## config.mk

```make
export PLATFORM = sky130hd
export DESIGN_NAME = vrf
export DESIGN_NICKNAME = d
export VERILOG_FILES = /design/src/npu_pkg.sv /design/src/vrf.sv
export SDC_FILE = /design/constraint.sdc
export NUM_CORES = 1
export LEC_CHECK = 0
export BUFFER_PORTS_ARGS = -buffer_cell sky130_fd_sc_hd__buf_2
export CAP_MARGIN = 10
export CORE_AREA = 2 2 393 395
export CTS_BUF_LIST = sky130_fd_sc_hd__clkbuf_8
export CTS_CLUSTER_SIZE = 20
export DETAILED_ROUTE_END_ITERATION = 8
export DIE_AREA = 0 0 395 397
export MAX_ROUTING_LAYER = met4
export SYNTH_ARGS = -nofsm -noshare
export SYNTH_HDL_FRONTEND = slang
export SYNTH_SLANG_ARGS = --single-unit
```

## constraint.sdc

```tcl
create_clock -name i_clk -period 2.7 [get_ports i_clk]
set_input_delay 0.54 -clock i_clk [delete_from_list [all_inputs] [get_ports i_clk]]
set_output_delay 0.54 -clock i_clk [all_outputs]
set_load 0.005 [all_outputs]
```

## src/npu_pkg.sv

```systemverilog
package npu_pkg;

    // datapath sizes
    localparam int EW   = 16;
    localparam int DOTW = 4;

    // vector register file
    localparam int VRFD  = 16;
    localparam int VRFAW = 4;

    // instruction memory
    localparam int INST_DEPTH = 32;
    localparam int INST_ADDRW = 5;

    // queues between fetch, loader and execution
    localparam int QDEPTH            = 4;
    localparam int INPUT_BUFFER_SIZE = 8;

    typedef logic signed [EW-1:0] elem_t;

    // element 0 in the low bits
    typedef elem_t [DOTW-1:0] vec_t;

    // all arithmetic wraps modulo 2^EW
    typedef enum logic [2:0] {
        OP_END  = 3'd0,
        OP_LOAD = 3'd1,
        OP_ADD  = 3'd2,
        OP_SUB  = 3'd3,
        OP_MUL  = 3'd4,
        OP_RELU = 3'd5
    } mfu_op_e;

    // one macro instruction, 16 bits
    typedef struct packed {
        mfu_op_e          op;
        logic             report;
        logic [VRFAW-1:0] dst;
        logic [VRFAW-1:0] src0;
        logic [VRFAW-1:0] src1;
    } minst_t;

    typedef enum logic {
        FETCH_IDLE = 1'b0,
        FETCH_RUN  = 1'b1
    } fetch_state_e;

endpackage

```

## src/vrf.sv

```systemverilog
module vrf
    import npu_pkg::*;
(
    input  logic             i_clk,
    input  logic             i_rst_n,
    input  logic [VRFAW-1:0] i_rd0_addr,
    input  logic [VRFAW-1:0] i_rd1_addr,
    output vec_t             o_rd0_data,
    output vec_t             o_rd1_data,
    input  logic             i_wr_en,
    input  logic [VRFAW-1:0] i_wr_addr,
    input  vec_t             i_wr_data
);

    vec_t regs [VRFD];

    // combinational read ports
    assign o_rd0_data = regs[i_rd0_addr];
    assign o_rd1_data = regs[i_rd1_addr];

    always_ff @(posedge i_clk or negedge i_rst_n) begin
        if (!i_rst_n) begin
            for (int i = 0; i < VRFD; i++) begin
                regs[i] <= '0;
            end
        end else if (i_wr_en) begin
            regs[i_wr_addr] <= i_wr_data;
        end
    end

endmodule
```

==> results.txt <==
met3 wire len - 8770 µm
syn avg cell area - 16.00 µm²
flop2flop setup slack - 1.69 ns
Hold Startpoint - i_wr_data[32]
Routed Antenna Nets - 0
met2 WL - 78040 µm
syn nets - 3390
Largest regs - regs x1024
max_slew headroom - 0.4500
clk sinks - 1024
pwr dens - 746.7 mW/mm²
fin nets - 3703
Hold Path Class - in2reg
outcome - finished, violations left
Slew @ Worst Pin - 0.8189 ns
sequential cell area fraction in the yosys report - 0.4837
die area - 0.1568 mm²
CP Max Fanout - 3
gr usage total - 0.2128
starting density of the core - 0.3463
main area contributors after synthesis - dfrtp_1 (48%), mux4_2 (22%), mux2_2 (19%), a22oi_1 (3.6%), mux2_1 (2.8%)
Peak VDD IR - 0.5179 mV
Fillers - 13802
ys flop type - dfrtp_1
largest net degree at the start of global routing - 104
Max Cap Violations - 0
share of cells above drive strength 1 - 0.6454
Slew Limit Fails - 0
reg2reg path depth - 3
Worst R2R End - regs[304]
achievable frequency - 353.2 MHz
CP Data Arrival Time - 2.29 ns
Core Area - 0.1530 mm²
CP required - 2.16 ns
via count - 33044
Yosys top cell area share - 0.4837
setup TNS - -4.003 ns
cts bufs inserted - 170
Yosys top cell by area - dfrtp_1
Yosys reg bits - 1024
leakage power - 26.23 nW
number of I/O port buffers - 206
DRT Pass-1 Iters - 7
final wirelength - 160700 µm
hold depth - 2
RD Place Congestion - 0.7887
DP HPWL - 100400 µm
Worst Hold End - regs[992]
Synth Warn # - 0
DRC - 0
CTS tree - built
worst setup margin - -0.1309 ns
Cell Area, Placed - 0.05871 mm²
M1 wire length - 70230 µm
post-route cell area - 0.06383 mm²
chip height - 397 µm
Final setup viols - 85
Final Hold Fails - 0
total chip power - 47.67 mW
WL/cell - 27.62 µm
Root Buffer - clkbuf_8
vias per inst - 5.678
Post-synth EDFFs - 0
area of the multi-input gates - 0.02702 mm²
clk_skew - 0 ns
Tcrit/Tclk final - 1.048
I/O pins - 207
die width - 395 µm
fraction of registers with async set/reset - 1.000
Worst-path clk slew - 0.06 ns
initial antenna violation count - 35
vias in the first global route - 35611
Crit. End Element - output pin
FF+latch area - 0.02562 mm²
first-pass GRT wire length - 241600 µm
insertion delay to the later sink of the worst-skew pair - 0.86 ns
grt ovf - 0
clock period minus worst slack - 2.831 ns
DR iter-0 viols - 2147
failing checks - setup timing
Syn-to-layout area delta - 20.50%
Worst setup SP type - register
Synth cell types - 24
Post-Syn Instances - 3311
Largest register FFs - 1024
RSZ-0062 raised after global routing - yes
highest metal used - met4
Std-Cell Rows - 144
synthesized area - 0.05297 mm²
Top reg by flops - regs
maximum clock insertion buffer count - 3
Synth top cells by count - dfrtp_1 (1024), mux2_2 (893), mux4_2 (512)
Crit Path Class - reg2out
most common cell in the synthesized netlist - dfrtp_1
R2R Path Start - regs[304]
Max H-tree Level - 4
[layer usage]
| metal | vias up | GRT usage |
|---|---|---|
| li1 | 13681 | - |
| met1 | 18186 | 0.2795 |
| met2 | 903 | 0.3355 |
| met3 | 274 | 0.04280 |
| met4 | 0 | 0.06046 |
| met5 | - | - |
[kinds of logic (layout without fill, tap and decap cells)]
logic type	Yosys count	count (layout)	share of synthesized area
buf+inv	334	777	0.03061
other cells	0	22	0
mux	1536	1536	0.4354
simple gates	161	161	0.01403
flops	1024	1024	0.4837
compound gates	256	256	0.03628
[per-stage QoR]
step,instances,hold slack [ns],utilization,setup slack [ns]
floorplan,3311,0.2444,-,0.1730
global placement,5481,0.4855,0.3838,-0.06142
detailed placement,5481,0.4903,0.3838,-0.04539
CTS,5793,0.007688,0.4149,-0.2221
global route,5819,0.06322,0.4173,-0.3040
finish,5820,0.1087,0.4173,-0.1309
[worst max-delay path: stages, from the launching register on]
cell     delay, ns
dfrtp_1       0.39
mux4_2        0.48
a22oi_2       0.28
nand2_2       0.13
buf_6         0.14
[how the worst max path moves through the flow]
stage / from / end / slack, ns / cells after the start
2_1_floorplan: i_rd1_addr[0] / o_rd1_data[15] / 0.17 / 6
3_3_place_gp: i_rd1_addr[0] / o_rd1_data[9] / -0.06 / 7
3_5_place_dp: i_rd1_addr[0] / o_rd1_data[9] / -0.05 / 7
4_1_cts: regs[799] / o_rd1_data[31] / -0.22 / 4
5_1_grt: regs[829] / o_rd1_data[61] / -0.30 / 4
6_report: regs[799] / o_rd1_data[31] / -0.13 / 4
[cells in the final DEF, fill, tap and decap left out, drive strengths merged]
cell         count
clkinvlp         7
nor2             8
clkbuf         225
clkinv          15
or4              1
and2             2
inv             50
nor3             6
dfrtp         1024
or3              2
nand2          130
nand3            2
buf            473
nor4             1
mux2          1024
bufinv           5
nand3b           2
nand2b           3
mux4           512
a22oi          256
diode           22
nor2b            4
dlygate4sd3      2
[cell type report]
type	count	share of cell area
diodes	22	0.0008624
clock buffers	225	0.04851
clock inverters	77	0.007370
multi-input cells	1953	0.4233
flip-flops and latches	1024	0.4014
well taps	2044	0.04006
repair buffers	475	0.07844
[power by group]
| part | internal [mW] | leakage [nW] | total, mW | switching (mW) |
|---|---|---|---|---|
| clock network | 7.88 | 2.01 | 14.4 | 6.49 |
| logic | 7.28 | 11.7 | 11.8 | 4.51 |
| registers | 19.0 | 12.6 | 21.5 | 2.55 |
| total | 34.1 | 26.2 | 47.7 | 13.5 |
[what timing repair did]
| item | 4_1_cts | 5_1_grt |
|---|---|---|
| setup buffers | 10 | 5 |
| hold buffers | 2 | 0 |
| endpoints found under the setup margin | 128 | 128 |
| gates resized for setup | 257 | 54 |
| pin swaps | 241 | 34 |
| endpoints found under the hold margin | 244 | 0 |
No activity file was read; power rests on OpenSTA's default activity.
