==> src/npu_pkg.sv <==
package npu_pkg;

    // datapath sizes
    localparam int EW   = 16;
    localparam int DOTW = 4;

    // vector register file
    localparam int VRFD  = 16;
    localparam int VRFAW = 4;

    // instruction memory
    localparam int INST_DEPTH = 32;
    localparam int INST_ADDRW = 5;

    // queues between fetch, loader and execution
    localparam int QDEPTH            = 4;
    localparam int INPUT_BUFFER_SIZE = 8;

    typedef logic signed [EW-1:0] elem_t;

    // element 0 in the low bits
    typedef elem_t [DOTW-1:0] vec_t;

    // all arithmetic wraps modulo 2^EW
    typedef enum logic [2:0] {
        OP_END  = 3'd0,
        OP_LOAD = 3'd1,
        OP_ADD  = 3'd2,
        OP_SUB  = 3'd3,
        OP_MUL  = 3'd4,
        OP_RELU = 3'd5
    } mfu_op_e;

    // one macro instruction, 16 bits
    typedef struct packed {
        mfu_op_e          op;
        logic             report;
        logic [VRFAW-1:0] dst;
        logic [VRFAW-1:0] src0;
        logic [VRFAW-1:0] src1;
    } minst_t;

    typedef enum logic {
        FETCH_IDLE = 1'b0,
        FETCH_RUN  = 1'b1
    } fetch_state_e;

endpackage

==> src/inst_fetch.sv <==
module inst_fetch
    import npu_pkg::*;
(
    input  logic                  i_clk,
    input  logic                  i_rst_n,
    input  logic                  i_inst_wr_en,
    input  logic [INST_ADDRW-1:0] i_inst_wr_addr,
    input  minst_t                i_inst_wr_din,
    input  logic                  i_start,
    input  logic [INST_ADDRW-1:0] i_pc_start_offset,
    output logic                  o_minst_wr_en,
    input  logic                  i_minst_wr_rdy,
    output minst_t                o_minst_wr_din
);

    minst_t                imem [INST_DEPTH];
    fetch_state_e          state;
    logic [INST_ADDRW-1:0] pc;
    minst_t                rd_data;
    logic                  rd_valid;
    logic                  advance;

    // host side write port
    always_ff @(posedge i_clk) begin
        if (i_inst_wr_en) begin
            imem[i_inst_wr_addr] <= i_inst_wr_din;
        end
    end

    // read register doubles as the hold slot while the queue is full
    assign o_minst_wr_en  = rd_valid && i_minst_wr_rdy;
    assign o_minst_wr_din = rd_data;

    // refill when empty or when the word leaves, never past OP_END
    assign advance = (state == FETCH_RUN) &&
                     (!rd_valid || (o_minst_wr_en && rd_data.op != OP_END));

    always_ff @(posedge i_clk) begin
        if (advance) begin
            rd_data <= imem[pc];
        end
    end

    always_ff @(posedge i_clk or negedge i_rst_n) begin
        if (!i_rst_n) begin
            state    <= FETCH_IDLE;
            pc       <= '0;
            rd_valid <= 1'b0;
        end else begin
            case (state)
                FETCH_IDLE: begin
                    if (i_start) begin
                        state <= FETCH_RUN;
                        pc    <= i_pc_start_offset;
                    end
                end
                FETCH_RUN: begin
                    if (advance) begin
                        pc       <= pc + 1'b1;
                        rd_valid <= 1'b1;
                    end else if (o_minst_wr_en) begin
                        // only OP_END leaves without a refill
                        rd_valid <= 1'b0;
                        state    <= FETCH_IDLE;
                    end
                end
                default: state <= FETCH_IDLE;
            endcase
        end
    end

    // the last word read before the pc wraps has to end the program
    a_pc_no_wrap: assert property (@(posedge i_clk) disable iff (!i_rst_n)
        advance && (pc == INST_ADDRW'(INST_DEPTH - 1)) |=> rd_data.op == OP_END);

endmodule

==> config.mk <==
export PLATFORM = sky130hd
export DESIGN_NAME = inst_fetch
export DESIGN_NICKNAME = d
export VERILOG_FILES = /design/src/npu_pkg.sv /design/src/inst_fetch.sv
export SDC_FILE = /design/constraint.sdc
export NUM_CORES = 1
export LEC_CHECK = 0
export BUFFER_PORTS_ARGS = -buffer_cell sky130_fd_sc_hd__buf_2
export CORE_MARGIN = 8
export CORE_UTILIZATION = 56
export CTS_CLUSTER_DIAMETER = 30
export DETAILED_ROUTE_END_ITERATION = 12
export HOLD_SLACK_MARGIN = 0.15
export MAX_ROUTING_LAYER = met4
export PLACE_DENSITY = 0.75
export SETUP_SLACK_MARGIN = 0.05
export SLEW_MARGIN = 20
export SYNTH_ARGS = -nofsm -noshare
export SYNTH_HDL_FRONTEND = slang
export SYNTH_SLANG_ARGS = --single-unit
export TNS_END_PERCENT = 1
==> constraint.sdc <==
create_clock -name i_clk -period 2.4 [get_ports i_clk]
set_input_delay 0.48 -clock i_clk [delete_from_list [all_inputs] [get_ports i_clk]]
set_output_delay 0.48 -clock i_clk [all_outputs]
set_load 0.03 [all_outputs]
==> metrics.yaml <==
start_util_pct: 56.5
first_pass_iters: 6
worst_slew_pin_slew_ns: 0.792
setup_viol_count_final: 0
dp_cells: 1497
hold_viol: 0
arrival_ns: 2.64
grt_max_degree: 48
first_global_vias: 10826
synth-compound-area-share_pct: 4.76
synth_area_leader_cell: "edfxtp_1"
cp-start-kind: "flop"
vdd_ir_drop_max_uv: 1020
cts_root_buffer: "clkbuf_16"
yosys.area_share.simple_pct: 1.76
totalPowerFinal_w: 0.0305
drt_iter0_markers: 1362
fin_nets: 1151
drive_above_1_share_pct: 32.7
clk_latency_ns: 0.59
p_leak_nw: 8.18
ys_types: 42
synth_seq_area_share_pct: 78.1
hold_class: "input port to flop"
synth_seq_cells: 535
die-height_um: 207
worstPathRequired_ns: 2.69
slew_headroom_pct: 47.2
status: "finished clean"
yosys.area_share.adder_pct: 0.0610
rows: 70
synth_xor_area_share_pct: 0
maxUsedRoutingLayer: "met4"
cts_max_path_buffers: 3
clock.fmax_mhz: 424
cts_buffers: 86
grt_overflow: 0
startpoint: "pc[0]"
syn-cell-area_sq_um: 20500
synth_top_family_by_area: "multiplexers"
cap_viol_max_count: 0
crit_slowest_cell: "mux4_2"
htree_num_levels: 3
synth.top_cells.by_area: "edfxtp_1, mux4_2, mux2i_1, a21oi_1, a2111oi_2"
worst_clock_skew_ns: 0.0254
holdPathStages: 3
rr_endpoint: "o_minst_wr_din[3]"
path_class: "flop to flop"
utilization_pct: 68.0
gp_congestion: 0.884
powerDensity_nw_per_um2: 1230
rr_worst_depth: 5
cts_setup_buffers: 0
cts.sinks: 535
dr_wl_met3_um: 4920
clk_pin_slew_ns: 0.05
crit_path_end_kind: "flop"
period_share_pct: 98.2
wl_met2_um: 25100
timing.rr.start: "pc[0]"
min_from: "i_pc_start_offset[2]"
period_minus_slack_ns: 2.36
antenna_found_initial: 0
drt_drc_violations_left: 0
ant_nets: 0
core-area_sq_um: 36300
wirelength_um: 50600
slew_violations: 0
track_usage_pct: 24.0
syn_nets: 986
min_to: "pc[2]"
area_growth_pct: 20.4
rsz0062_at_grt: "true"
synthMuxAreaShare_pct: 13.7
postSynthAreaPerCell_sq_um: 21.5
syn_inst: 954
die_area_sq_um: 43000
io_buffers: 47
io_pins: 48
crit_top_cell: "buf_12"
instances_no_fill: 1654
dpl.hpwl_um: 28700
wl_met1_um: 18600
cp_max_fo: 35
wire_per_inst_um: 30.6
n_antenna_cell: 0
route.vias.total: 10685
viasPerCell: 6.46
crit_chain: "buf_12 > buf_12 > mux4_2 > a22oi_1 > a21oi_1"
netlist.area_leader.share_pct: 77.3
grt_pass1_wl_um: 73400
r2r_slack_ns: 0.04
yosys_warnings: 0
die_x_um: 207
tritoncts: "done"
slowest_delay_ns: 0.54
==> power by group <==
part           total [W]  switching, W  leakage (nW)  internal [W]
clock             0.0115       0.00429          1.31       0.00717
sequential        0.0111      0.000391          4.84        0.0107
combinational    0.00790       0.00444          2.03       0.00346
==> placed cells by master, fill, tap and decap left out, types with 2 or more instances in the layout <==
| cell type | instances |
|---|---|
| mux2_2 | 3 |
| clkinv_2 | 14 |
| a21oi_1 | 32 |
| or3b_2 | 2 |
| a31oi_1 | 2 |
| o22ai_1 | 16 |
| clkinvlp_4 | 7 |
| mux2i_1 | 64 |
| nand3_1 | 8 |
| edfxtp_1 | 528 |
| a22o_1 | 16 |
| buf_4 | 60 |
| o221ai_1 | 16 |
| mux4_2 | 95 |
| or3_1 | 2 |
| clkbuf_16 | 86 |
| a21oi_2 | 4 |
| nor2_1 | 39 |
| dfrtp_1 | 4 |
| clkbuf_1 | 13 |
| nand3b_1 | 6 |
| nor2b_1 | 2 |
| a2111oi_4 | 3 |
| nand2b_1 | 2 |
| buf_12 | 20 |
| clkinv_1 | 9 |
| bufinv_16 | 5 |
| dfrtp_4 | 2 |
| buf_2 | 47 |
| nand2_1 | 5 |
| dlygate4sd3_1 | 2 |
| a22oi_2 | 2 |
| clkinv_4 | 5 |
| inv_1 | 3 |
| inv_6 | 15 |
| a2111oi_2 | 12 |
| a22oi_1 | 15 |
| nor3_1 | 2 |
==> layer usage <==
metal | track usage [%] | vias to the layer above
li1 | - | 4389
met5 | - | -
met1 | 30.6 | 5495
met3 | 4.47 | 119
met2 | 37.4 | 682
met4 | 10.8 | 0
==> how the worst max path moves through the flow <==
stage                              end  slack, ns
detailed placement   o_minst_wr_din[2]      -0.09
floorplan                  imem[12][0]       0.18
global placement     o_minst_wr_din[5]      -0.06
global route         o_minst_wr_din[3]     -0.008
finish               o_minst_wr_din[3]       0.04
CTS                 o_minst_wr_din[12]       0.06
==> cells in the mapped netlist (all sizes together) <==
| cell type | count |
|---|---|
| a22oi | 17 |
| a21oi | 36 |
| nand2 | 5 |
| mux2i | 64 |
| o22ai | 16 |
| o221ai | 16 |
| mux4 | 95 |
| nand3b | 6 |
| inv | 3 |
| a211oi | 1 |
| ha | 1 |
| nor3b | 1 |
| buf | 27 |
| o21ai | 1 |
| a2bb2oi | 1 |
| nand3 | 8 |
| mux2 | 3 |
| nand2b | 2 |
| clkbuf | 25 |
| nor2 | 40 |
| and4b | 1 |
| a22o | 16 |
| o31ai | 1 |
| edfxtp | 528 |
| a32o | 1 |
| a2111oi | 16 |
| and3 | 1 |
| dfrtp | 7 |
| or3b | 2 |
| a21boi | 1 |
| a31oi | 2 |
| and2 | 1 |
| nor2b | 4 |
| a221o | 1 |
| or3 | 2 |
| nor3 | 2 |
==> timing repair <==
action	CTS	global route
hold buffers	2	0
endpoints found under the setup margin	9	8
pin swaps	1	0
hold endpoints to repair	8	0
gates resized for setup	10	3
==> flip-flops by register name, indices dropped and copies added (netlist names) <==
| signal | cells |
|---|---|
| o_minst_wr_din | 16 |
| state | 1 |
| imem | 512 |
| rd_valid | 1 |
| pc | 5 |
==> final cells by class <==
cell class	count	area [sq um]
clock inverters	56	498
repair buffers	129	1110
multi-input cells	364	4260
inverters	3	11.3
clock buffers	99	2200
flip-flops and latches	535	16000
fillers	2129	11600
well taps	468	586
==> worst max-delay path, delay by kind of cell, from the launching register on <==
family	cells	cell delay (ns)
AO/OA/AOI/OAI	2	0.61
buffers and inverters	2	0.43
flip-flops	1	0.47
multiplexers	1	0.54
==> through the flow <==
step,worst slack (ns),TNS [ns],area [sq um],hold WS (ns)
2_1_floorplan,0.180,0,20500,0.184
3_3_place_gp,-0.0600,-0.111,21900,0.355
3_5_place_dp,-0.0855,-0.255,21900,0.357
4_1_cts,0.0559,0,24700,0.203
5_1_grt,-0.00773,-0.00849,24700,0.223
6_report,0.0430,0,24700,0.230
==> cell families after synthesis <==
kind of cell,after synthesis
multiplexers,162
adder cells (fa/ha/maj),1
AO/OA/AOI/OAI,126
AND/OR/NAND/NOR,75
buffers and inverters,55
flip-flops,535
Power figures use the tool's default switching activity.
