==> config.mk <==
export PLATFORM = sky130hd
export DESIGN_NAME = exec_unit
export DESIGN_NICKNAME = d
export VERILOG_FILES = /design/src/npu_pkg.sv /design/src/exec_unit.sv
export SDC_FILE = /design/constraint.sdc
export NUM_CORES = 2
export LEC_CHECK = 0
export BUFFER_PORTS_ARGS = -buffer_cell sky130_fd_sc_hd__buf_2
export CAP_MARGIN = 20
export CORE_UTILIZATION = 50
export CTS_CLUSTER_DIAMETER = 30
export CTS_CLUSTER_SIZE = 24
export DETAILED_ROUTE_END_ITERATION = 16
export PLACE_DENSITY = 0.73
export REMOVE_ABC_BUFFERS = 1
export SYNTH_ARGS = -nofsm -noshare
export SYNTH_HDL_FRONTEND = slang
export SYNTH_SLANG_ARGS = --single-unit
==> constraint.sdc <==
create_clock -name i_clk -period 18.8 [get_ports i_clk]
set_input_delay 3.76 -clock i_clk [delete_from_list [all_inputs] [get_ports i_clk]]
set_output_delay 3.76 -clock i_clk [all_outputs]
set_load 0.01 [all_outputs]
==> src/npu_pkg.sv <==
package npu_pkg;

    // datapath sizes
    localparam int EW   = 16;
    localparam int DOTW = 4;

    // vector register file
    localparam int VRFD  = 16;
    localparam int VRFAW = 4;

    // instruction memory
    localparam int INST_DEPTH = 32;
    localparam int INST_ADDRW = 5;

    // queues between fetch, loader and execution
    localparam int QDEPTH            = 4;
    localparam int INPUT_BUFFER_SIZE = 8;

    typedef logic signed [EW-1:0] elem_t;

    // element 0 in the low bits
    typedef elem_t [DOTW-1:0] vec_t;

    // all arithmetic wraps modulo 2^EW
    typedef enum logic [2:0] {
        OP_END  = 3'd0,
        OP_LOAD = 3'd1,
        OP_ADD  = 3'd2,
        OP_SUB  = 3'd3,
        OP_MUL  = 3'd4,
        OP_RELU = 3'd5
    } mfu_op_e;

    // one macro instruction, 16 bits
    typedef struct packed {
        mfu_op_e          op;
        logic             report;
        logic [VRFAW-1:0] dst;
        logic [VRFAW-1:0] src0;
        logic [VRFAW-1:0] src1;
    } minst_t;

    typedef enum logic {
        FETCH_IDLE = 1'b0,
        FETCH_RUN  = 1'b1
    } fetch_state_e;

endpackage

==> src/exec_unit.sv <==
module exec_unit
    import npu_pkg::*;
(
    input  logic             i_clk,
    input  logic             i_rst_n,
    // instruction queue
    input  logic             i_minst_rd_rdy,
    input  minst_t           i_minst_rd_dout,
    output logic             o_minst_rd_en,
    // input vector buffer
    input  logic             i_vec_rd_rdy,
    input  vec_t             i_vec_rd_dout,
    output logic             o_vec_rd_en,
    // register file
    output logic [VRFAW-1:0] o_rd0_addr,
    output logic [VRFAW-1:0] o_rd1_addr,
    input  vec_t             i_rd0_data,
    input  vec_t             i_rd1_data,
    output logic             o_wr_en,
    output logic [VRFAW-1:0] o_wr_addr,
    output vec_t             o_wr_data,
    // host side
    input  logic             i_start,
    output logic             o_out_valid,
    output vec_t             o_out_data,
    output logic             o_done
);

    minst_t           head;
    logic             use_src0;
    logic             use_src1;
    logic             a_writes;
    logic             hazard;
    logic             load_wait;
    logic             issue;
    logic             a_valid;
    mfu_op_e          a_op;
    logic             a_report;
    logic [VRFAW-1:0] a_dst;
    vec_t             a_opa;
    vec_t             a_opb;
    vec_t             result;

    assign head     = i_minst_rd_dout;
    assign use_src0 = head.op inside {OP_ADD, OP_SUB, OP_MUL, OP_RELU};
    assign use_src1 = head.op inside {OP_ADD, OP_SUB, OP_MUL};
    assign a_writes = a_valid && (a_op != OP_END);

    // stage A result lands in the vrf at the next edge, so only stage A can conflict
    assign hazard    = a_writes && ((use_src0 && a_dst == head.src0) ||
                                    (use_src1 && a_dst == head.src1));
    assign load_wait = (head.op == OP_LOAD) && !i_vec_rd_rdy;
    assign issue     = i_minst_rd_rdy && !hazard && !load_wait;

    assign o_minst_rd_en = issue;
    assign o_vec_rd_en   = issue && (head.op == OP_LOAD);
    assign o_rd0_addr    = head.src0;
    assign o_rd1_addr    = head.src1;

    // stage A
    always_ff @(posedge i_clk or negedge i_rst_n) begin
        if (!i_rst_n) begin
            a_valid <= 1'b0;
        end else begin
            a_valid <= issue;
        end
    end

    always_ff @(posedge i_clk) begin
        if (issue) begin
            a_op     <= head.op;
            a_report <= head.report;
            a_dst    <= head.dst;
            a_opa    <= (head.op == OP_LOAD) ? i_vec_rd_dout : i_rd0_data;
            a_opb    <= i_rd1_data;
        end
    end

    // element-wise function unit, wraps at EW bits
    always_comb begin
        for (int i = 0; i < DOTW; i++) begin
            case (a_op)
                OP_ADD:  result[i] = a_opa[i] + a_opb[i];
                OP_SUB:  result[i] = a_opa[i] - a_opb[i];
                OP_MUL:  result[i] = a_opa[i] * a_opb[i];
                OP_RELU: result[i] = a_opa[i][EW-1] ? '0 : a_opa[i];
                default: result[i] = a_opa[i];
            endcase
        end
    end

    // write-back happens on the edge that loads stage B
    assign o_wr_en   = a_writes;
    assign o_wr_addr = a_dst;
    assign o_wr_data = result;

    // stage B
    always_ff @(posedge i_clk or negedge i_rst_n) begin
        if (!i_rst_n) begin
            o_out_valid <= 1'b0;
            o_done      <= 1'b0;
        end else begin
            o_out_valid <= a_writes && a_report;
            if (a_valid && a_op == OP_END) begin
                o_done <= 1'b1;
            end else if (i_start) begin
                o_done <= 1'b0;
            end
        end
    end

    always_ff @(posedge i_clk) begin
        if (a_valid) begin
            o_out_data <= result;
        end
    end

    // results of a program never trail its done flag
    a_no_out_after_done: assert property (@(posedge i_clk) disable iff (!i_rst_n)
        o_done |-> !o_out_valid);

endmodule

==> metrics.md <==
| Metric | Value |
|---|---|
| Outcome | `complete, no violations` |
| Worst hold path class | `reg -> reg` |
| Yosys top cell area share | `0.224` |
| Leakage power | `15.5 nW` |
| Met2 Usage GRT | `0.455` |
| Clk network pwr share | `0.150` |
| Pwr per Cell Area | `148 nW/µm²` |
| Setup repair after global routing missed its margin | `false` |
| Vias in the first global route | `22800` |
| Synth Area in XOR/XNOR | `0.0852` |
| Worst EP arrival | `7.00 ns` |
| Met1 Track Usage GR | `0.353` |
| Via Count | `22100` |
| GR Util met3 | `0.0466` |
| Sink Count | `203` |
| Overall Power | `4.79 mW` |
| Combinational family with the most area after synthesis | `adder cells` |
| Total of max-cap violations | `0` |
| Path depth of the worst reg2reg path | `18` |
| Filler instances | `4920` |
| PostCTS Resize Cnt | `0` |
| Initial antenna violation count | `2` |
| Setup violators final | `0` |
| CP Capture Type | `output pin` |
| Routed Antenna Nets | `0` |
| CP Launch Type | `register` |
| Synth area leader | `fa_1` |
| P_sw | `2.22 mW` |
| Crit Reg-Reg Endpoint | `o_out_data[31]$_DFFE_PP_` |
| Max H-tree Level | `2` |
| Crit path kind | `reg -> out` |
| Share of cells above drive strength 1 | `0.159` |
| Fmax | `0.0929 GHz` |
| Detailed placement HPWL | `56700 µm` |
| Hold buffers post-CTS | `0` |
| First-pass GRT wire length | `121000 µm` |
| Min Tclk post-route | `10.76 ns` |
| Vias per std cell | `5.38` |
| Diode count | `0` |
| IO Pins | `358` |
| Peak supply drop | `129 µV` |
| Number of synthesized flops with an enable pin | `200` |
| # nets final | `4158` |
| Hold EP | `o_done$_DFFE_PN0P_` |
| CTS tree | `built` |
| R2R Path Start | `a_opb[17]$_DFFE_PP_` |
| CP max FO | `17` |
| Async set or reset register ratio after synthesis | `0.0148` |
| CTS max path bufs | `3` |
| Data required time of the critical path | `15.04 ns` |
| Synth unique cells | `68` |
| Reg clk slew, reported paths | `0.05 ns` |
| Switching share of power | `0.464` |
| WL/cell | `18.5 µm` |
| First-pass detailed-route iteration total | `6` |
| Most frequent CP cell | `fa_1` |
| Routed wire length | `75800 µm` |
| GP Congestion | `0.898` |
| IO buf count | `357` |
| GRT Util Overall | `0.270` |
| Initial DRC Count | `1521` |
| Pre-CTS WS | `8.66 ns` |
| Worst path max stage delay | `0.74 ns` |
| Worst Clk Skew | `0.0164 ns` |
| Top-count cell post-synth | `inv_1` |
| Internal | `2.57 mW` |
| Mapped Cells | `3028` |
| Final core utilization | `0.573` |
| Final period util | `0.573` |
| Logic pwr share | `0.711` |
| Synth Area in Compound Gates | `0.0772` |
| Hold Path Origin | `o_done$_DFFE_PN0P_` |
| Synthesis-to-layout area growth | `13.0%` |
| Clock Tree Root | `clkbuf_16` |
| Slew Viols, Final | `0` |
| CORE AREA | `56500 µm²` |
| Hold path depth | `2` |
| Worst-skew pair later-pin latency | `0.57 ns` |
| Die X | `241 µm` |
| Most Crowded Layer GR | `met2` |
| CTS buffer count | `43` |
| Synthesized area | `28700 µm²` |
| # rows | `87` |
| Post-Synth Simple-Gate Area | `0.147` |
| Reg power frac | `0.139` |
| Post-Synth Adder-Cell Area | `0.360` |
| Die Span Y | `241 µm` |
| Sequential fraction of the synthesis area | `0.212` |
| Synth top area cells | `fa_1, edfxtp_1, ha_1, inv_1, and2_1` |
| TNS Setup | `0 ns` |
| Synth Warn # | `0` |
| Main synth FF type | `edfxtp_1` |
| Slew headroom | `0.327` |
| Post-synthesis mux area share | `0.0272` |
| Largest net degree at the start of global routing | `139` |
| Synthesis-stage register bit count | `203` |
| Gr ovfl total | `0` |
| Syn Area/Cell | `9.47 µm²` |
| Reg2Reg Setup Slack | `12.34 ns` |
| Die area | `58300 µm²` |
| Setup Fix Bufs, Post-CTS | `0` |
| Worst Max-Slew Pin Slew | `1.01 ns` |
| Final worst slack | `8.04 ns` |
| Slowest CP cell | `o41ai_1` |
| Cell Chain, Critical Path | `nand2_1 > fa_1 > fa_1 > fa_1 > fa_1 > inv_1 > fa_1 > inv_1 > fa_1 > inv_1 > ha_1 > and3_1 > a21oi_1 > o21ai_0 > o41ai_1 > xnor2_1 > nand2b_1 > a221oi_1 > buf_2` |
| Synth cell count leaders | `inv_1, fa_1, ha_1` |
| Initial Util | `0.507` |
| Final Hold Viols | `0` |
| DRC viols | `0` |
[final cells by class]
class | count | area (µm²) | share of cell area
tap | 756 | 946 | 0.0292
clock inverter | 29 | 267 | 0.00823
multi-input combinational | 2144 | 20000 | 0.617
timing repair buffer | 378 | 1960 | 0.0604
sequential | 203 | 6080 | 0.188
clock buffer | 47 | 1110 | 0.0343
inverter | 542 | 2030 | 0.0628
[layer usage]
metal | routed length (µm) | up-vias
li1 | - | 10300
met1 | 31600 | 10800
met2 | 36000 | 877
met3 | 6100 | 151
met4 | 2150 | 0
met5 | 0 | -
[registers in the layout, summed over array words and instances (netlist names)]
register	count
a_op	3
a_report	1
o_out_valid	1
a_opa	64
o_wr_addr	4
o_done	1
a_valid	1
o_out_data	64
a_opb	64
[cells in the final DEF, fill, tap and decap left out, types with 12 or more instances in the layout]
cell,Yosys,layout
a21oi_1,75,75
nor3_1,36,36
o21ai_0,76,76
a221o_1,19,19
buf_4,10,20
fa_1,320,320
xnor2_1,197,197
and2_1,282,281
xor2_1,80,80
a21o_1,20,20
nand3_1,17,17
buf_2,4,357
a22oi_1,27,27
o21a_1,19,19
ha_1,313,313
nor2_1,103,103
clkbuf_16,0,44
nor2b_1,15,14
or3_1,12,12
inv_1,542,542
nand2_1,306,306
nand2b_1,23,22
mux2_2,64,64
edfxtp_1,200,200
[kinds of logic (layout without fill, tap and decap cells)]
kind of cell / Yosys count / after routing
DFF: 203 / 203
xor gates and xnor gates: 278 / 278
AOI/OAI and AO/OA: 328 / 328
adders and majority gates: 633 / 633
buffers and inverters: 681 / 996
muxes: 70 / 70
and+or+nand+nor: 835 / 835
[metrics by stage]
step	cell area [µm²]	hold slack, ns	std cells
floorplan	28100	0.427	2889
global placement	31000	0.511	4023
detailed placement	31000	0.511	4023
CTS	32400	0.547	4099
global route	32400	0.569	4099
finish	32400	0.542	4099
[critical path, delay by kind of cell (launching register included)]
| family | cells | cell delay (ns) |
|---|---|---|
| simple gates | 3 | 0.43 |
| fa+ha+maj | 7 | 3.39 |
| flops | 1 | 0.73 |
| buf+inv | 4 | 0.35 |
| xor+xnor | 1 | 0.20 |
| compound gates | 4 | 1.34 |
[power groups by stage]
stage                     Clock (mW)  Sequential (mW)  Combinational, mW
after detailed placement           0            0.668               3.39
final                          0.721            0.663               3.41
after CTS                      0.732            0.662               3.42
after global placement             0            0.666               3.31
after floorplan                    0            0.662               2.59
after global routing           0.754            0.671               3.91
[worst max-delay path by stage]
| stage | startpoint | endpoint | slack [ns] | cells after the start |
|---|---|---|---|---|
| after floorplan | i_minst_rd_dout[15] | o_vec_rd_en | -4.57 | 3 |
| after global placement | a_opb[17]$_DFFE_PP_ | o_wr_data[31] | 8.78 | 19 |
| after detailed placement | a_opb[17]$_DFFE_PP_ | o_wr_data[31] | 8.66 | 19 |
| after CTS | a_opb[17]$_DFFE_PP_ | o_wr_data[31] | 8.05 | 19 |
| after global routing | a_opb[17]$_DFFE_PP_ | o_wr_data[31] | 7.61 | 19 |
| final | a_opb[17]$_DFFE_PP_ | o_wr_data[31] | 8.04 | 19 |
(Power assumes the default switching activity.)
