==> config.mk <==
export PLATFORM = sky130hd
export DESIGN_NAME = npu_fifo
export DESIGN_NICKNAME = d
export VERILOG_FILES = /design/src/npu_pkg.sv /design/src/npu_fifo.sv
export SDC_FILE = /design/constraint.sdc
export NUM_CORES = 1
export LEC_CHECK = 0
export BUFFER_PORTS_ARGS = -buffer_cell sky130_fd_sc_hd__buf_2
export CAP_MARGIN = 40
export CORE_MARGIN = 1
export CORE_UTILIZATION = 35
export CTS_BUF_LIST = sky130_fd_sc_hd__clkbuf_4
export CTS_CLUSTER_SIZE = 40
export DETAILED_ROUTE_END_ITERATION = 10
export GPL_TIMING_DRIVEN = 0
export HOLD_SLACK_MARGIN = 0.02
export PLACE_DENSITY_LB_ADDON = 0.08
export SLEW_MARGIN = 40
export SYNTH_ARGS = -nofsm -noshare
export SYNTH_HDL_FRONTEND = slang
export SYNTH_SLANG_ARGS = --single-unit
==> constraint.sdc <==
create_clock -name i_clk -period 2.5 [get_ports i_clk]
set_input_delay 0.125 -clock i_clk [delete_from_list [all_inputs] [get_ports i_clk]]
set_output_delay 0.125 -clock i_clk [all_outputs]
set_load 0.01 [all_outputs]
==> src/npu_pkg.sv <==
package npu_pkg;

    // datapath sizes
    localparam int EW   = 16;
    localparam int DOTW = 4;

    // vector register file
    localparam int VRFD  = 16;
    localparam int VRFAW = 4;

    // instruction memory
    localparam int INST_DEPTH = 32;
    localparam int INST_ADDRW = 5;

    // queues between fetch, loader and execution
    localparam int QDEPTH            = 4;
    localparam int INPUT_BUFFER_SIZE = 8;

    typedef logic signed [EW-1:0] elem_t;

    // element 0 in the low bits
    typedef elem_t [DOTW-1:0] vec_t;

    // all arithmetic wraps modulo 2^EW
    typedef enum logic [2:0] {
        OP_END  = 3'd0,
        OP_LOAD = 3'd1,
        OP_ADD  = 3'd2,
        OP_SUB  = 3'd3,
        OP_MUL  = 3'd4,
        OP_RELU = 3'd5
    } mfu_op_e;

    // one macro instruction, 16 bits
    typedef struct packed {
        mfu_op_e          op;
        logic             report;
        logic [VRFAW-1:0] dst;
        logic [VRFAW-1:0] src0;
        logic [VRFAW-1:0] src1;
    } minst_t;

    typedef enum logic {
        FETCH_IDLE = 1'b0,
        FETCH_RUN  = 1'b1
    } fetch_state_e;

endpackage

==> src/npu_fifo.sv <==
module npu_fifo
    import npu_pkg::*;
#(
    parameter int  DEPTH = QDEPTH,
    parameter type T     = minst_t
) (
    input  logic i_clk,
    input  logic i_rst_n,
    input  logic i_wr_en,
    output logic o_wr_rdy,
    input  T     i_wr_din,
    input  logic i_rd_en,
    output logic o_rd_rdy,
    output T     o_rd_dout
);

    T                           mem [DEPTH];
    logic [$clog2(DEPTH)-1:0]   wr_ptr;
    logic [$clog2(DEPTH)-1:0]   rd_ptr;
    logic [$clog2(DEPTH+1)-1:0] count;
    logic                       do_wr;
    logic                       do_rd;

    assign o_wr_rdy  = (count != DEPTH);
    assign o_rd_rdy  = (count != 0);
    assign do_wr     = i_wr_en && o_wr_rdy;
    assign do_rd     = i_rd_en && o_rd_rdy;
    // head shows while not empty
    assign o_rd_dout = mem[rd_ptr];

    always_ff @(posedge i_clk) begin
        if (do_wr) begin
            mem[wr_ptr] <= i_wr_din;
        end
    end

    always_ff @(posedge i_clk or negedge i_rst_n) begin
        if (!i_rst_n) begin
            wr_ptr <= '0;
            rd_ptr <= '0;
            count  <= '0;
        end else begin
            if (do_wr) begin
                wr_ptr <= (wr_ptr == DEPTH - 1) ? '0 : wr_ptr + 1'b1;
            end
            if (do_rd) begin
                rd_ptr <= (rd_ptr == DEPTH - 1) ? '0 : rd_ptr + 1'b1;
            end
            case ({do_wr, do_rd})
                2'b10:   count <= count + 1'b1;
                2'b01:   count <= count - 1'b1;
                default: count <= count;
            endcase
        end
    end

    // producer and consumer must respect the ready flags
    a_no_overflow: assert property (@(posedge i_clk) disable iff (!i_rst_n)
        i_wr_en |-> o_wr_rdy);
    a_no_underflow: assert property (@(posedge i_clk) disable iff (!i_rst_n)
        i_rd_en |-> o_rd_rdy);

endmodule

==> Implementation_results.wiki, run 1 <==
{| class="wikitable"
! Metric !! Value
|-
| Vias per cell || roughly 4.5
|-
| Fill cell total of the finished layout || roughly 710
|-
| Count of routing violations after the opening detailed-route iteration || 52
|-
| Number of setup buffers added after CTS || 0
|-
| Overall via count from detail_route || 1,336
|-
| Number of sinks driven by the clock tree || 71
|-
| Die height || 90.9 um
|-
| Ratio of total power to cell area || 1070 mW/mm2
|-
| Startpoint of the most critical register-to-register path || count[0]$_DFFE_PN0P_
|-
| Clock tree buffer depth || 2
|-
| NumNets Final || 216
|-
| Initial core utilization || a little over a third
|-
| Number of distinct library cells after synthesis || 19
|-
| Endpoints failing setup || 0
|-
| Clock network latency to the later pin of the worst-skew pair || 0.39 ns
|-
| FF-to-FF path depth || 9
|-
| Peak ir drop on the vdd network || 0.513 mV
|-
| Buffers and inverters on the worst path || 2
|-
| Final Routed Wirelength || ~4.6 mm
|-
| Site Rows || 32
|-
| Iteration count of the initial detailed-routing pass || 4
|-
| Horizontal die dimension || 90.9 um
|-
| Leakage dissipation || 1.24 nW
|-
| Worst setup EP type || register
|-
| Die Area || 0.00826 mm2
|-
| Cell at the slowest stage of the critical path || sky130_fd_sc_hd__or3b_4
|-
| Average footprint of a synthesized cell || roughly 22 um2
|-
| Shortest clock period the worst path allows after layout || 2.25 ns
|-
| Setup CP Type || reg -> reg
|-
| Maximum number of pins on one net before global-route repair || 17
|-
| Number of port buffers || 37
|-
| Worst endpoint data arrival time || 2.55 ns
|-
| All-Layer GR Usage || approximately an eighth
|-
| Number of failing hold endpoints at the final stage || 0
|-
| Sequential fraction of the synthesis area || 75.8%
|-
| Cell breakdown of the critical path || or3b_4 > and2_4 > inv_1 > ha_1 > inv_1 > fa_1 > xor2_1 > nor2_1 > xor2_1
|-
| Mean routed wirelength per cell || 15.5 um
|-
| Buffer cell driving the clock tree root || sky130_fd_sc_hd__clkbuf_4
|-
| Synthesis-to-layout area growth || 22.2%
|-
| Commonest non-fill, non-tap cells in the layout || sky130_fd_sc_hd__edfxtp_1 (64), sky130_fd_sc_hd__buf_2 (39), sky130_fd_sc_hd__dlygate4sd3_1 (17)
|-
| Global route total overflow || 0
|-
| Post-Layout Inst Area || 0.00338 mm2
|-
| Maximum Capacitance Violations || 0
|-
| Setup repair after global routing missed its margin || false
|-
| Number of H-tree levels || 3
|-
| Fin Setup TNS || 0 ns
|-
| Via count of the first global-routing pass || 1,417
|-
| Area post-placement || between 0.003 and 0.004 mm2
|-
| Fraction of final layout cells with drive strength greater than 1 || approximately two fifths
|-
| Required time at the endpoint of the critical path || 2.81 ns
|-
| Highest net fanout along the worst path || 6
|-
| Resized cells post-CTS || 0
|-
| Post-synthesis sequential element count || 71
|-
| Most common cell after layout, fill and taps aside || sky130_fd_sc_hd__edfxtp_1
|-
| Total of warnings raised by yosys || 0
|-
| Setup slack of the most critical reg-to-reg path || between 0.2 and 0.3 ns
|-
| Final Slew Violations || 0
|-
| Cell area after technology mapping || around 0.0028 mm2
|-
| Top Family by Delay on Critical Path || simple AND/OR/NAND/NOR gates
|-
| Initial antenna violation count || 0
|-
| Remaining max-slew budget at the tightest pin || roughly two thirds
|-
| Worst hold slack after final layout || 0.0857 ns
|-
| Final clock period utilization by the worst path || 89.9%
|-
| Io pins || 38
|-
| Worst slew pin tran || roughly 0.48 ns
|-
| CTS tree || done
|-
| Num CTS Buffers || 9
|-
| Count of nets left with antenna violations after detail routing || 0
|-
| Setup clock skew after layout || 0.00962 ns
|-
| Number of nets produced by synthesis || 151
|-
| Biggest cell delay along the critical path || approximately 0.44 ns
|-
| Post-synthesis cell count || 124
|-
| Worst min-delay path category || in -> async
|-
| First-pass GRT wire length || 7.29 mm
|-
| Result of the run || complete, no violations
|-
| Post-route DRC violation count || 0
|-
| Maximum clock rate || roughly 450 MHz
|-
| Kind of launch point of the worst setup path || register
|-
| Final weighted congestion in routability-driven placement || 0.628
|-
| Antenna cell count || 0
|-
| Cell count along the critical path || 9
|-
| Clock transition time at the flip-flop clock pins of the worst setup and hold paths || roughly 0.11 ns
|-
| Core area || 0.00769 mm2
|-
| HPWL after detailed placement || between 2 and 3 mm
|-
| FF-to-FF End || count[2]$_DFFE_PN0P_
|}
==> layer usage <==
metal  vias up  track usage [%]  share of wire [%]
li1        627                -                  -
met1       677             15.3                 46
met2        28             19.6                 50
met3         4             4.04                3.6
met4         0             5.95                1.2
met5         -                0                  0
==> sequential cells by signal, indices dropped and copies added, names as in the netlist <==
name,count
count,3
mem,64
rd_ptr,2
wr_ptr,2
==> cell families (layout without fill, tap and decap cells) <==
family                   Yosys count  in the layout  synth area share (%)
buffers and inverters             11             81                  1.86
multiplexers                      21             21                  15.3
flip-flops                        71             71                  75.8
adder cells (fa/ha/maj)            7              7                  3.44
XOR/XNOR                           3              3                 0.950
AND/OR/NAND/NOR                   11             11                  2.62
==> worst max path at each step <==
stage                                     from                   end  slack, ns
after floorplan           count[0]$_DFFE_PN0P_  count[2]$_DFFE_PN0P_       0.41
final                     count[0]$_DFFE_PN0P_  count[2]$_DFFE_PN0P_       0.25
after global routing      count[0]$_DFFE_PN0P_  count[2]$_DFFE_PN0P_       0.18
after detailed placement  count[0]$_DFFE_PN0P_  count[2]$_DFFE_PN0P_       0.27
after CTS                 count[0]$_DFFE_PN0P_  count[2]$_DFFE_PN0P_       0.23
after global placement    count[0]$_DFFE_PN0P_  count[2]$_DFFE_PN0P_       0.36
==> cells in the mapped netlist <==
| library cell | n | area (um2) |
|---|---|---|
| sky130_fd_sc_hd__mux2_2 | 2 | 22.5 |
| sky130_fd_sc_hd__nand2_1 | 1 | 3.75 |
| sky130_fd_sc_hd__xor2_1 | 2 | 17.5 |
| sky130_fd_sc_hd__buf_4 | 2 | 15.0 |
| sky130_fd_sc_hd__ha_1 | 6 | 75.1 |
| sky130_fd_sc_hd__or3b_4 | 1 | 11.3 |
| sky130_fd_sc_hd__and3_2 | 4 | 30.0 |
| sky130_fd_sc_hd__and2_4 | 1 | 8.76 |
| sky130_fd_sc_hd__edfxtp_1 | 64 | 1920 |
| sky130_fd_sc_hd__buf_2 | 2 | 10.0 |
| sky130_fd_sc_hd__dfrtp_1 | 7 | 175 |
| sky130_fd_sc_hd__or3_2 | 1 | 7.51 |
| sky130_fd_sc_hd__mux2_4 | 2 | 30.0 |
| sky130_fd_sc_hd__mux2i_1 | 1 | 10.0 |
| sky130_fd_sc_hd__mux4_2 | 16 | 360 |
| sky130_fd_sc_hd__fa_1 | 1 | 20.0 |
| sky130_fd_sc_hd__xnor2_1 | 1 | 8.76 |
| sky130_fd_sc_hd__nor2_1 | 3 | 11.3 |
| sky130_fd_sc_hd__inv_1 | 7 | 26.3 |
==> power by group <==
group          switching (mW)  total [mW]  leakage [nW]  internal, mW
clock                   0.365       0.684        0.0696         0.319
sequential             0.0866        1.67         0.669          1.59
combinational           0.633        1.25         0.502         0.614
total                    1.09        3.60          1.24          2.52
==> per-stage QoR <==
stage	worst slack [ns]	instances	power, mW	utilization, %
after floorplan	0.408	124	2.54	-
after global placement	0.362	263	2.91	40.0
after detailed placement	0.265	263	2.97	40.0
after CTS	0.228	296	3.67	44.0
after global routing	0.184	296	3.84	44.0
final	0.254	296	3.60	44.0
==> timing repair <==
item / CTS / global route
setup endpoints to repair: 0 / 0
hold buffers: 17 / 0
endpoints found under the hold margin: 71 / 0
==> layout make-up <==
class	instances	area, um2	area share [%]
inverter	7	26.3	0.777
multi-input combinational	42	617	18.3
sequential	71	2100	62.1
buffer	4	25.0	0.740
clock buffer	11	82.6	2.44
tap	102	128	3.78
clock inverter	5	48.8	1.44
timing repair buffer	54	355	10.5
==> worst register-to-register path: stages (launching register included) <==
cell	delay, ns
sky130_fd_sc_hd__dfrtp_1	0.43
sky130_fd_sc_hd__or3b_4	0.44
sky130_fd_sc_hd__and2_4	0.19
sky130_fd_sc_hd__inv_1	0.05
sky130_fd_sc_hd__ha_1	0.18
sky130_fd_sc_hd__inv_1	0.06
sky130_fd_sc_hd__fa_1	0.37
sky130_fd_sc_hd__xor2_1	0.15
sky130_fd_sc_hd__nor2_1	0.12
sky130_fd_sc_hd__xor2_1	0.17
(Power assumes the default switching activity.)
==> run 2: changes to the inputs <==
--- a/config.mk
+++ b/config.mk
@@ -5,6 +5,7 @@
 export SDC_FILE = /design/constraint.sdc
 export NUM_CORES = 1
 export LEC_CHECK = 0
+export ABC_AREA = 1
 export BUFFER_PORTS_ARGS = -buffer_cell sky130_fd_sc_hd__buf_2
 export CAP_MARGIN = 40
 export CORE_MARGIN = 1
==> run 2 against run 1 <==
  * The flow now finishes with violations (design-rule violations)
  * Clock power rose by 49%
  * Utilization rose by 1.8 points
  * Cell area rose by 20%
  * First-iteration DRC count rose by 5.8%
  * Via count rose by 43%
  * Synthesized cell count rose by 98%
  * Count of clock-buffer cells in the layout fell by 1
  * Wire length rose by 38%
  * Flip-flop and latch count did not move
  * Clock skew rose by 0.0031 ns
  * Global-route usage rose by 2.3 points
==> Implementation_results.wiki, run 2 <==
{| class="wikitable"
! Metric !! Value
|-
| Cell area after technology mapping || 0.00326 mm2 (was 0.00277 mm2)
|-
| Site Rows || 34 (was 32)
|-
| Number of H-tree levels || 3 (unchanged)
|-
| Resized cells post-CTS || 0 (unchanged)
|-
| Ratio of total power to cell area || 1160 mW/mm2 (was 1070 mW/mm2)
|-
| Number of failing hold endpoints at the final stage || 0 (unchanged)
|-
| Setup slack of the critical path after layout || 0.597 ns (was 0.254 ns)
|-
| Maximum Capacitance Violations || 0 (unchanged)
|-
| Buffer cell driving the clock tree root || sky130_fd_sc_hd__clkbuf_4 (unchanged)
|-
| Failing checks || design-rule violations
|-
| Post-synthesis cell count || 245 (was 124)
|-
| Cells taking the most area after synthesis || sky130_fd_sc_hd__edfxtp_1 (59%), sky130_fd_sc_hd__o211ai_2 (8.8%), sky130_fd_sc_hd__nand2_2 (6.3%) (was sky130_fd_sc_hd__edfxtp_1 (70%), sky130_fd_sc_hd__mux4_2 (13%), sky130_fd_sc_hd__dfrtp_1 (6.3%))
|-
| Average footprint of a synthesized cell || 13.3 um2 (was 22.3 um2)
|-
| Endpoints failing setup || 0 (unchanged)
|-
| Register with the most flip-flops || mem (unchanged)
|-
| Horizontal die dimension || 98.5 um (was 90.9 um)
|-
| Initial core utilization || 36.8% (was 36.0%)
|-
| Count of routing violations after the opening detailed-route iteration || 55 (was 52)
|-
| Iteration count of the initial detailed-routing pass || 7 (was 4)
|-
| Worst endpoint data arrival time || 2.21 ns (was 2.55 ns)
|-
| Final Routed Wirelength || 6.35 mm (was 4.59 mm)
|-
| Biggest cell delay along the critical path || 0.41 ns (was 0.44 ns)
|-
| Fraction of final layout cells with drive strength greater than 1 || 41.3% (was 41.8%)
|-
| First-pass GRT wire length || 10.3 mm (was 7.29 mm)
|-
| Biggest area consumer among synthesized cells || sky130_fd_sc_hd__edfxtp_1 (unchanged)
|-
| Number of setup buffers added after CTS || 0 (unchanged)
|-
| Worst setup EP type || register (unchanged)
|-
| Setup repair after global routing missed its margin || false (unchanged)
|-
| CTS tree || done (unchanged)
|-
| Antenna cell count || 0 (unchanged)
|-
| Maximum number of pins on one net before global-route repair || 17 (unchanged)
|-
| Worst min-delay path category || in -> async (unchanged)
|-
| Num CTS Buffers || 9 (unchanged)
|-
| Core area || 0.00885 mm2 (was 0.00769 mm2)
|-
| Final Slew Violations || 0 (unchanged)
|-
| Post-synthesis sequential element count || 71 (unchanged)
|-
| FF-to-FF path depth || 10 (was 9)
|-
| Vias per cell || 4.47 (was 4.51)
|-
| Via count of the first global-routing pass || 1,947 (was 1,417)
|-
| Die height || 98.5 um (was 90.9 um)
|-
| Most common cell after layout, fill and taps aside || sky130_fd_sc_hd__edfxtp_1 (unchanged)
|-
| Overall via count from detail_route || 1,913 (was 1,336)
|-
| Highest net fanout along the worst path || 7 (was 6)
|-
| Number of port buffers || 37 (unchanged)
|-
| Fin Setup TNS || 0 ns (unchanged)
|-
| Largest registers ranked by flip-flop count || mem: 64 flops, count: 3 flops (unchanged)
|-
| EDFF count, synth || 64 (unchanged)
|-
| Count of nets left with antenna violations after detail routing || 0 (unchanged)
|-
| Die Area || 0.00970 mm2 (was 0.00826 mm2)
|-
| Number of nets produced by synthesis || 272 (was 151)
|-
| Post-synth top area share || 59.0% (was 69.5%)
|-
| Most frequent cells after synthesis || sky130_fd_sc_hd__edfxtp_1 (64), sky130_fd_sc_hd__inv_1 (42), sky130_fd_sc_hd__nand2_2 (33) (was sky130_fd_sc_hd__edfxtp_1 (64), sky130_fd_sc_hd__mux4_2 (16), sky130_fd_sc_hd__dfrtp_1 (7), sky130_fd_sc_hd__inv_1 (7), sky130_fd_sc_hd__ha_1 (6))
|-
| Ys flop type || sky130_fd_sc_hd__edfxtp_1 (unchanged)
|-
| Final weighted congestion in routability-driven placement || 0.670 (was 0.628)
|-
| Clock tree buffer depth || 2 (unchanged)
|-
| Io pins || 38 (unchanged)
|-
| Initial antenna violation count || 0 (unchanged)
|-
| Shortest clock period the worst path allows after layout || 1.90 ns (was 2.25 ns)
|-
| Clock network latency to the later pin of the worst-skew pair || 0.41 ns (was 0.39 ns)
|-
| Peak ir drop on the vdd network || 0.426 mV (was 0.513 mV)
|-
| Global route total overflow || 0 (unchanged)
|-
| Final clock period utilization by the worst path || 76.1% (was 89.9%)
|-
| Kind of launch point of the worst setup path || register (unchanged)
|-
| Setup slack of the most critical reg-to-reg path || 0.60 ns (was 0.25 ns)
|-
| Number of flip-flops in the largest register || 64 (unchanged)
|-
| Clock transition time at the flip-flop clock pins of the worst setup and hold paths || 0.11 ns (about the same)
|-
| HPWL after detailed placement || 4.16 mm (was 2.86 mm)
|-
| Result of the run || finished with violations (was complete, no violations)
|-
| Setup CP Type || reg -> reg (unchanged)
|-
| Post-route DRC violation count || 3 (was 0)
|-
| Synthesis-to-layout area growth || 24.2% (was 22.2%)
|-
| Worst slew pin tran || 0.552 ns (was 0.482 ns)
|-
| Cell at the slowest stage of the critical path || sky130_fd_sc_hd__dfrtp_1 (was sky130_fd_sc_hd__or3b_4)
|-
| Proportion of synthesized flip-flops having asynchronous set or reset || 9.86% (unchanged)
|-
| Commonest non-fill, non-tap cells in the layout || sky130_fd_sc_hd__edfxtp_1 (64), sky130_fd_sc_hd__inv_1 (42), sky130_fd_sc_hd__buf_2 (39) (was sky130_fd_sc_hd__edfxtp_1 (64), sky130_fd_sc_hd__buf_2 (39), sky130_fd_sc_hd__dlygate4sd3_1 (17))
|-
| Required time at the endpoint of the critical path || 2.81 ns (about the same)
|-
| Setup clock skew after layout || 0.0127 ns (was 0.00962 ns)
|-
| Number of sinks driven by the clock tree || 71 (unchanged)
|-
| NumNets Final || 342 (was 216)
|-
| Cell type with the highest occurrence count on the critical path || sky130_fd_sc_hd__nand2_1
|-
| Cell breakdown of the critical path || inv_2 > nand3_2 > nand2_2 > ha_1 > inv_1 > fa_1 > nand2_1 > nand3_1 > nand2_1 > nand2_1 (was or3b_4 > and2_4 > inv_1 > ha_1 > inv_1 > fa_1 > xor2_1 > nor2_1 > xor2_1)
|-
| Total of warnings raised by yosys || 0 (unchanged)
|-
| Remaining max-slew budget at the tightest pin || 63.1% (was 67.9%)
|-
| Sequential fraction of the synthesis area || 64.4% (was 75.8%)
|-
| Leakage dissipation || 1.67 nW (was 1.24 nW)
|-
| Mean routed wirelength per cell || 14.8 um (was 15.5 um)
|-
| Number of distinct library cells after synthesis || 22 (was 19)
|-
| All-Layer GR Usage || 14.6% (was 12.3%)
|-
| Most numerous cell in the Yosys netlist || sky130_fd_sc_hd__edfxtp_1 (unchanged)
|-
| Post-Place Setup Slack || 0.587 ns (was 0.265 ns)
|-
| Maximum clock rate || 526 MHz (was 445 MHz)
|-
| Number of buffers added to fix hold violations after cts || 19 (was 17)
|}
run 2: cell types whose count changed after synthesis, moves of 4 or more:
| cell | delta |
|---|---|
| sky130_fd_sc_hd__nand2_2 | +33 |
| sky130_fd_sc_hd__o211ai_2 | +23 |
| sky130_fd_sc_hd__and3_2 | -4 |
| sky130_fd_sc_hd__nand2_1 | +29 |
| sky130_fd_sc_hd__mux4_2 | -16 |
| sky130_fd_sc_hd__o211ai_1 | +9 |
| sky130_fd_sc_hd__inv_1 | +35 |
| sky130_fd_sc_hd__nand3_1 | +5 |
run 2: per-layer routing:
metal  share of wire, %  routed length [um]  vias up  global-route usage, %
met4                1.8                 116        0                   7.23
met5                  0                   0        -                      0
met3                3.2                 204       10                   2.98
met2                 47                3000       31                   24.2
met1                 48                3020      897                   18.3
li1                   -                   -      975                      -
run 2: worst paths after layout:
kind,from,end
worst max-delay path,count[1]$_DFFE_PN0P_,count[2]$_DFFE_PN0P_
worst min-delay path,i_rst_n,wr_ptr[0]$_DFFE_PN0P_
worst max register to register,count[1]$_DFFE_PN0P_,count[2]$_DFFE_PN0P_
worst min register to register,count[0]$_DFFE_PN0P_,count[0]$_DFFE_PN0P_
max in group asynchronous,i_rst_n,rd_ptr[0]$_DFFE_PN0P_
min in group i_clk,i_wr_din[12],mem[2][12]$_DFFE_PP_
run 2: through the flow:
step	power [mW]	cell area, um2	hold WS, ns	cells	util, %
after floorplan	3.07	3260	-0.171	245	-
after global placement	3.65	3580	-0.0245	390	40.4
after detailed placement	3.74	3650	-0.0235	393	41.2
after CTS	4.78	4050	0.0494	428	45.7
after global routing	5.03	4050	0.0642	428	45.7
final	4.69	4050	0.0728	428	45.7
run 2: area by class of cell:
cell class	count	area, um2
Fill cell	826	4800
Buffer	10	126
Sequential cell	71	2100
Inverter	46	178
Multi-Input combinational cell	118	887
Timing Repair Buffer	59	417
Tap cell	108	135
Clock inverter	6	133
Clock buffer	10	75.1
run 2: critical path: cells and delay by family, from the launching register on:
kind                       cells  cell delay, ns
and+or+nand+nor                6            0.66
adders and majority gates      2            0.59
DFF                            1            0.41
buffers and inverters          2            0.16
run 2: cell families (layout without fill, tap and decap cells):
group | after synthesis | after routing | synth area share [%]
buf+inv | 56 | 131 | 9.33
flops | 71 | 71 | 64.4
xor+xnor | 1 | 1 | 0.269
compound gates | 33 | 33 | 11.1
fa+ha+maj | 7 | 7 | 2.92
simple gates | 77 | 77 | 12.1
run 2: power by group:
| group | switching, mW | internal, mW |
|---|---|---|
| logic | 1.19 | 0.806 |
| clock network | 0.405 | 0.617 |
| registers | 0.102 | 1.57 |
| total | 1.69 | 3.00 |
==> run 3: changes to the inputs <==
==> constraint.sdc (replaced) <==
create_clock -name i_clk -period 1.7 [get_ports i_clk]
set_input_delay 0.085 -clock i_clk [delete_from_list [all_inputs] [get_ports i_clk]]
set_output_delay 0.085 -clock i_clk [all_outputs]
set_load 0.01 [all_outputs]
==> run 3 against run 2 <==
  * The flow now finishes without violations
  * Non-clock buffer count rose by 13
  * Clock skew fell by 0.00064 ns
  * Combinational power is 68% higher
  * Wire length increased by 2.0%
  * Utilization up 2.0 points
  * Critical endpoint unchanged
==> Implementation_results.wiki, run 3 (same netlist as run 2, synthesis figures left out) <==
{| class="wikitable"
! Metric !! Value
|-
| Setup CP Type || reg -> reg (unchanged)
|-
| Worst endpoint data arrival time || 1.94 ns (was 2.21 ns)
|-
| Number of sinks driven by the clock tree || 71 (unchanged)
|-
| Result of the run || complete, no violations (was finished with violations)
|-
| Final clock period utilization by the worst path || 96.7% (was 76.1%)
|-
| Via count of the first global-routing pass || 2,021 (was 1,947)
|-
| Most common cell after layout, fill and taps aside || sky130_fd_sc_hd__edfxtp_1 (unchanged)
|-
| Worst hold slack after final layout || 0.0359 ns (was 0.0728 ns)
|-
| Die height || 98.5 um (unchanged)
|-
| Routed length on met2 || 3.14 mm (was 3.00 mm)
|-
| Clock tree buffer depth || 2 (unchanged)
|-
| Worst setup EP type || register (unchanged)
|-
| Setup clock skew after layout || 0.0120 ns (was 0.0127 ns)
|-
| CTS tree || done (unchanged)
|-
| Final Routed Wirelength || 6.48 mm (was 6.35 mm)
|-
| Overall via count from detail_route || 1,961 (was 1,913)
|-
| Highest metal layer with signal wires || met4 (unchanged)
|-
| Ratio of total power to cell area || 1700 mW/mm2 (was 1160 mW/mm2)
|-
| NumNets Final || 355 (was 342)
|-
| Endpoints failing setup || 0 (unchanged)
|-
| Setup repair after global routing missed its margin || true (was false)
|-
| Count of nets left with antenna violations after detail routing || 0 (unchanged)
|-
| Final weighted congestion in routability-driven placement || 0.679 (was 0.670)
|-
| Post-Place Setup Slack || -0.221 ns (was 0.587 ns)
|-
| Highest net fanout along the worst path || 4 (was 7)
|-
| First-pass GRT wire length || 10.4 mm (was 10.3 mm)
|-
| Mean routed wirelength per cell || 14.7 um (was 14.8 um)
|-
| FF-to-FF path depth || 10 (unchanged)
|-
| Antenna cell count || 0 (unchanged)
|-
| Total power after layout || 7.18 mW (was 4.69 mW)
|-
| Horizontal die dimension || 98.5 um (unchanged)
|-
| Length of routed met3 wiring || 203 um (was 204 um)
|-
| Fin Setup TNS || 0 ns (unchanged)
|-
| Maximum Capacitance Violations || 0 (unchanged)
|-
| Post-route DRC violation count || 0 (was 3)
|-
| Count of non-filler cells in the finished layout || 441 (was 428)
|-
| Leakage dissipation || 1.75 nW (was 1.67 nW)
|-
| Number of H-tree levels || 3 (unchanged)
|-
| Post-Layout Inst Area || 0.00423 mm2 (was 0.00405 mm2)
|-
| Number of port buffers || 37 (unchanged)
|-
| Site Rows || 34 (unchanged)
|-
| Io pins || 38 (unchanged)
|-
| Initial core utilization || 36.8% (unchanged)
|-
| Core area || 0.00885 mm2 (unchanged)
|-
| HPWL after detailed placement || 4.01 mm (was 4.16 mm)
|-
| Worst slew pin tran || 0.228 ns (was 0.552 ns)
|-
| Clock network latency to the later pin of the worst-skew pair || 0.41 ns (about the same)
|-
| Commonest non-fill, non-tap cells in the layout || sky130_fd_sc_hd__edfxtp_1 (64), sky130_fd_sc_hd__inv_1 (41), sky130_fd_sc_hd__buf_2 (37) (was sky130_fd_sc_hd__edfxtp_1 (64), sky130_fd_sc_hd__inv_1 (42), sky130_fd_sc_hd__buf_2 (39))
|-
| Required time at the endpoint of the critical path || 2.00 ns (was 2.81 ns)
|-
| Peak ir drop on the vdd network || 0.619 mV (was 0.426 mV)
|-
| Instance count after placement with tap cells included || 392 (was 393)
|-
| Number of flip-flops in the largest register || 64 (unchanged)
|-
| Synthesis-to-layout area growth || 29.7% (was 24.2%)
|-
| Initial antenna violation count || 0 (unchanged)
|-
| All-Layer GR Usage || 14.5% (was 14.6%)
|-
| Final Slew Violations || 0 (unchanged)
|-
| Number of failing hold endpoints at the final stage || 0 (unchanged)
|-
| Num CTS Buffers || 9 (unchanged)
|-
| Maximum number of pins on one net before global-route repair || 17 (unchanged)
|-
| Met1 Wirelength || 3.04 mm (was 3.02 mm)
|-
| Maximum clock rate || 608 MHz (was 526 MHz)
|-
| Kind of launch point of the worst setup path || register (unchanged)
|-
| Area post-placement || 0.00365 mm2 (about the same)
|-
| Worst min-delay path category || in -> async (unchanged)
|-
| Buffer cell driving the clock tree root || sky130_fd_sc_hd__clkbuf_4 (unchanged)
|-
| Iteration count of the initial detailed-routing pass || 6 (was 7)
|-
| Fraction of final layout cells with drive strength greater than 1 || 45.3% (was 41.3%)
|-
| Vias per cell || 4.45 (was 4.47)
|-
| Shortest clock period the worst path allows after layout || 1.64 ns (was 1.90 ns)
|-
| Clock transition time at the flip-flop clock pins of the worst setup and hold paths || 0.11 ns (about the same)
|-
| Die Area || 0.00970 mm2 (unchanged)
|-
| Count of routing violations after the opening detailed-route iteration || 56 (was 55)
|-
| Global route total overflow || 0 (unchanged)
|-
| Remaining max-slew budget at the tightest pin || 84.8% (was 63.1%)
|-
| Final Core Density || 47.8% (was 45.7%)
|-
| Register with the most flip-flops || mem (unchanged)
|-
| Setup slack of the critical path after layout || 0.0564 ns (was 0.597 ns)
|-
| Largest registers ranked by flip-flop count || mem: 64 flops, count: 3 flops (unchanged)
|}
## run 3: path summary, 6_finish.rpt
| check | slack, ns | startpoint | endpoint |
|---|---|---|---|
| setup / recovery | 0.06 | count[1]$_DFFE_PN0P_ | count[2]$_DFFE_PN0P_ |
| hold / removal | 0.04 | i_rst_n | wr_ptr[1]$_DFFE_PN0P_ |
| setup reg to reg | 0.06 | count[1]$_DFFE_PN0P_ | count[2]$_DFFE_PN0P_ |
| hold reg to reg | 0.55 | wr_ptr[1]$_DFFE_PN0P_ | wr_ptr[1]$_DFFE_PN0P_ |
| max in group asynchronous | 1.48 | i_rst_n | count[2]$_DFFE_PN0P_ |
| min in group i_clk | 0.43 | i_wr_din[8] | mem[3][8]$_DFFE_PP_ |
## run 3: repair_timing
action | CTS | global route
resized for setup | 7 | 12
pin swaps | 2 | 13
hold endpoints to repair | 75 | 0
setup buffers | 2 | 12
endpoints found under the setup margin | 4 | 46
hold buffers | 19 | 0
## run 3: layout make-up
cell class              instances  area, um2
inverters                      46        178
repair buffers                 72        548
flip-flops and latches         71       2100
plain buffers                  10        153
well taps                     108        135
multi-input cells             118        931
fillers                       839       4620
clock buffers                  10       75.1
clock inverters                 6        109
## run 3: per-layer routing
| layer | up-vias | GRT usage [%] |
|---|---|---|
| met5 | - | 0 |
| met3 | 8 | 2.98 |
| met2 | 31 | 23.7 |
| met1 | 922 | 18.9 |
| met4 | 0 | 6.20 |
| li1 | 1000 | - |
## run 3: power by group
group / switching, mW / total [mW] / internal, mW
logic: 1.87 / 3.35 / 1.49
registers: 0.160 / 2.47 / 2.31
clock network: 0.592 / 1.35 / 0.760
total: 2.62 / 7.18 / 4.56
## run 3: worst max-delay path, cell delays in order (launching register included)
cell and delay (ns):
sky130_fd_sc_hd__dfrtp_1 0.41, sky130_fd_sc_hd__inv_2 0.12, sky130_fd_sc_hd__nand3_4 0.11, sky130_fd_sc_hd__nand2_4 0.09, sky130_fd_sc_hd__ha_2 0.18, sky130_fd_sc_hd__inv_2 0.05
sky130_fd_sc_hd__fa_2 0.34, sky130_fd_sc_hd__nand2_2 0.08, sky130_fd_sc_hd__nand3_1 0.07, sky130_fd_sc_hd__nand2_1 0.06, sky130_fd_sc_hd__nand2_1 0.04
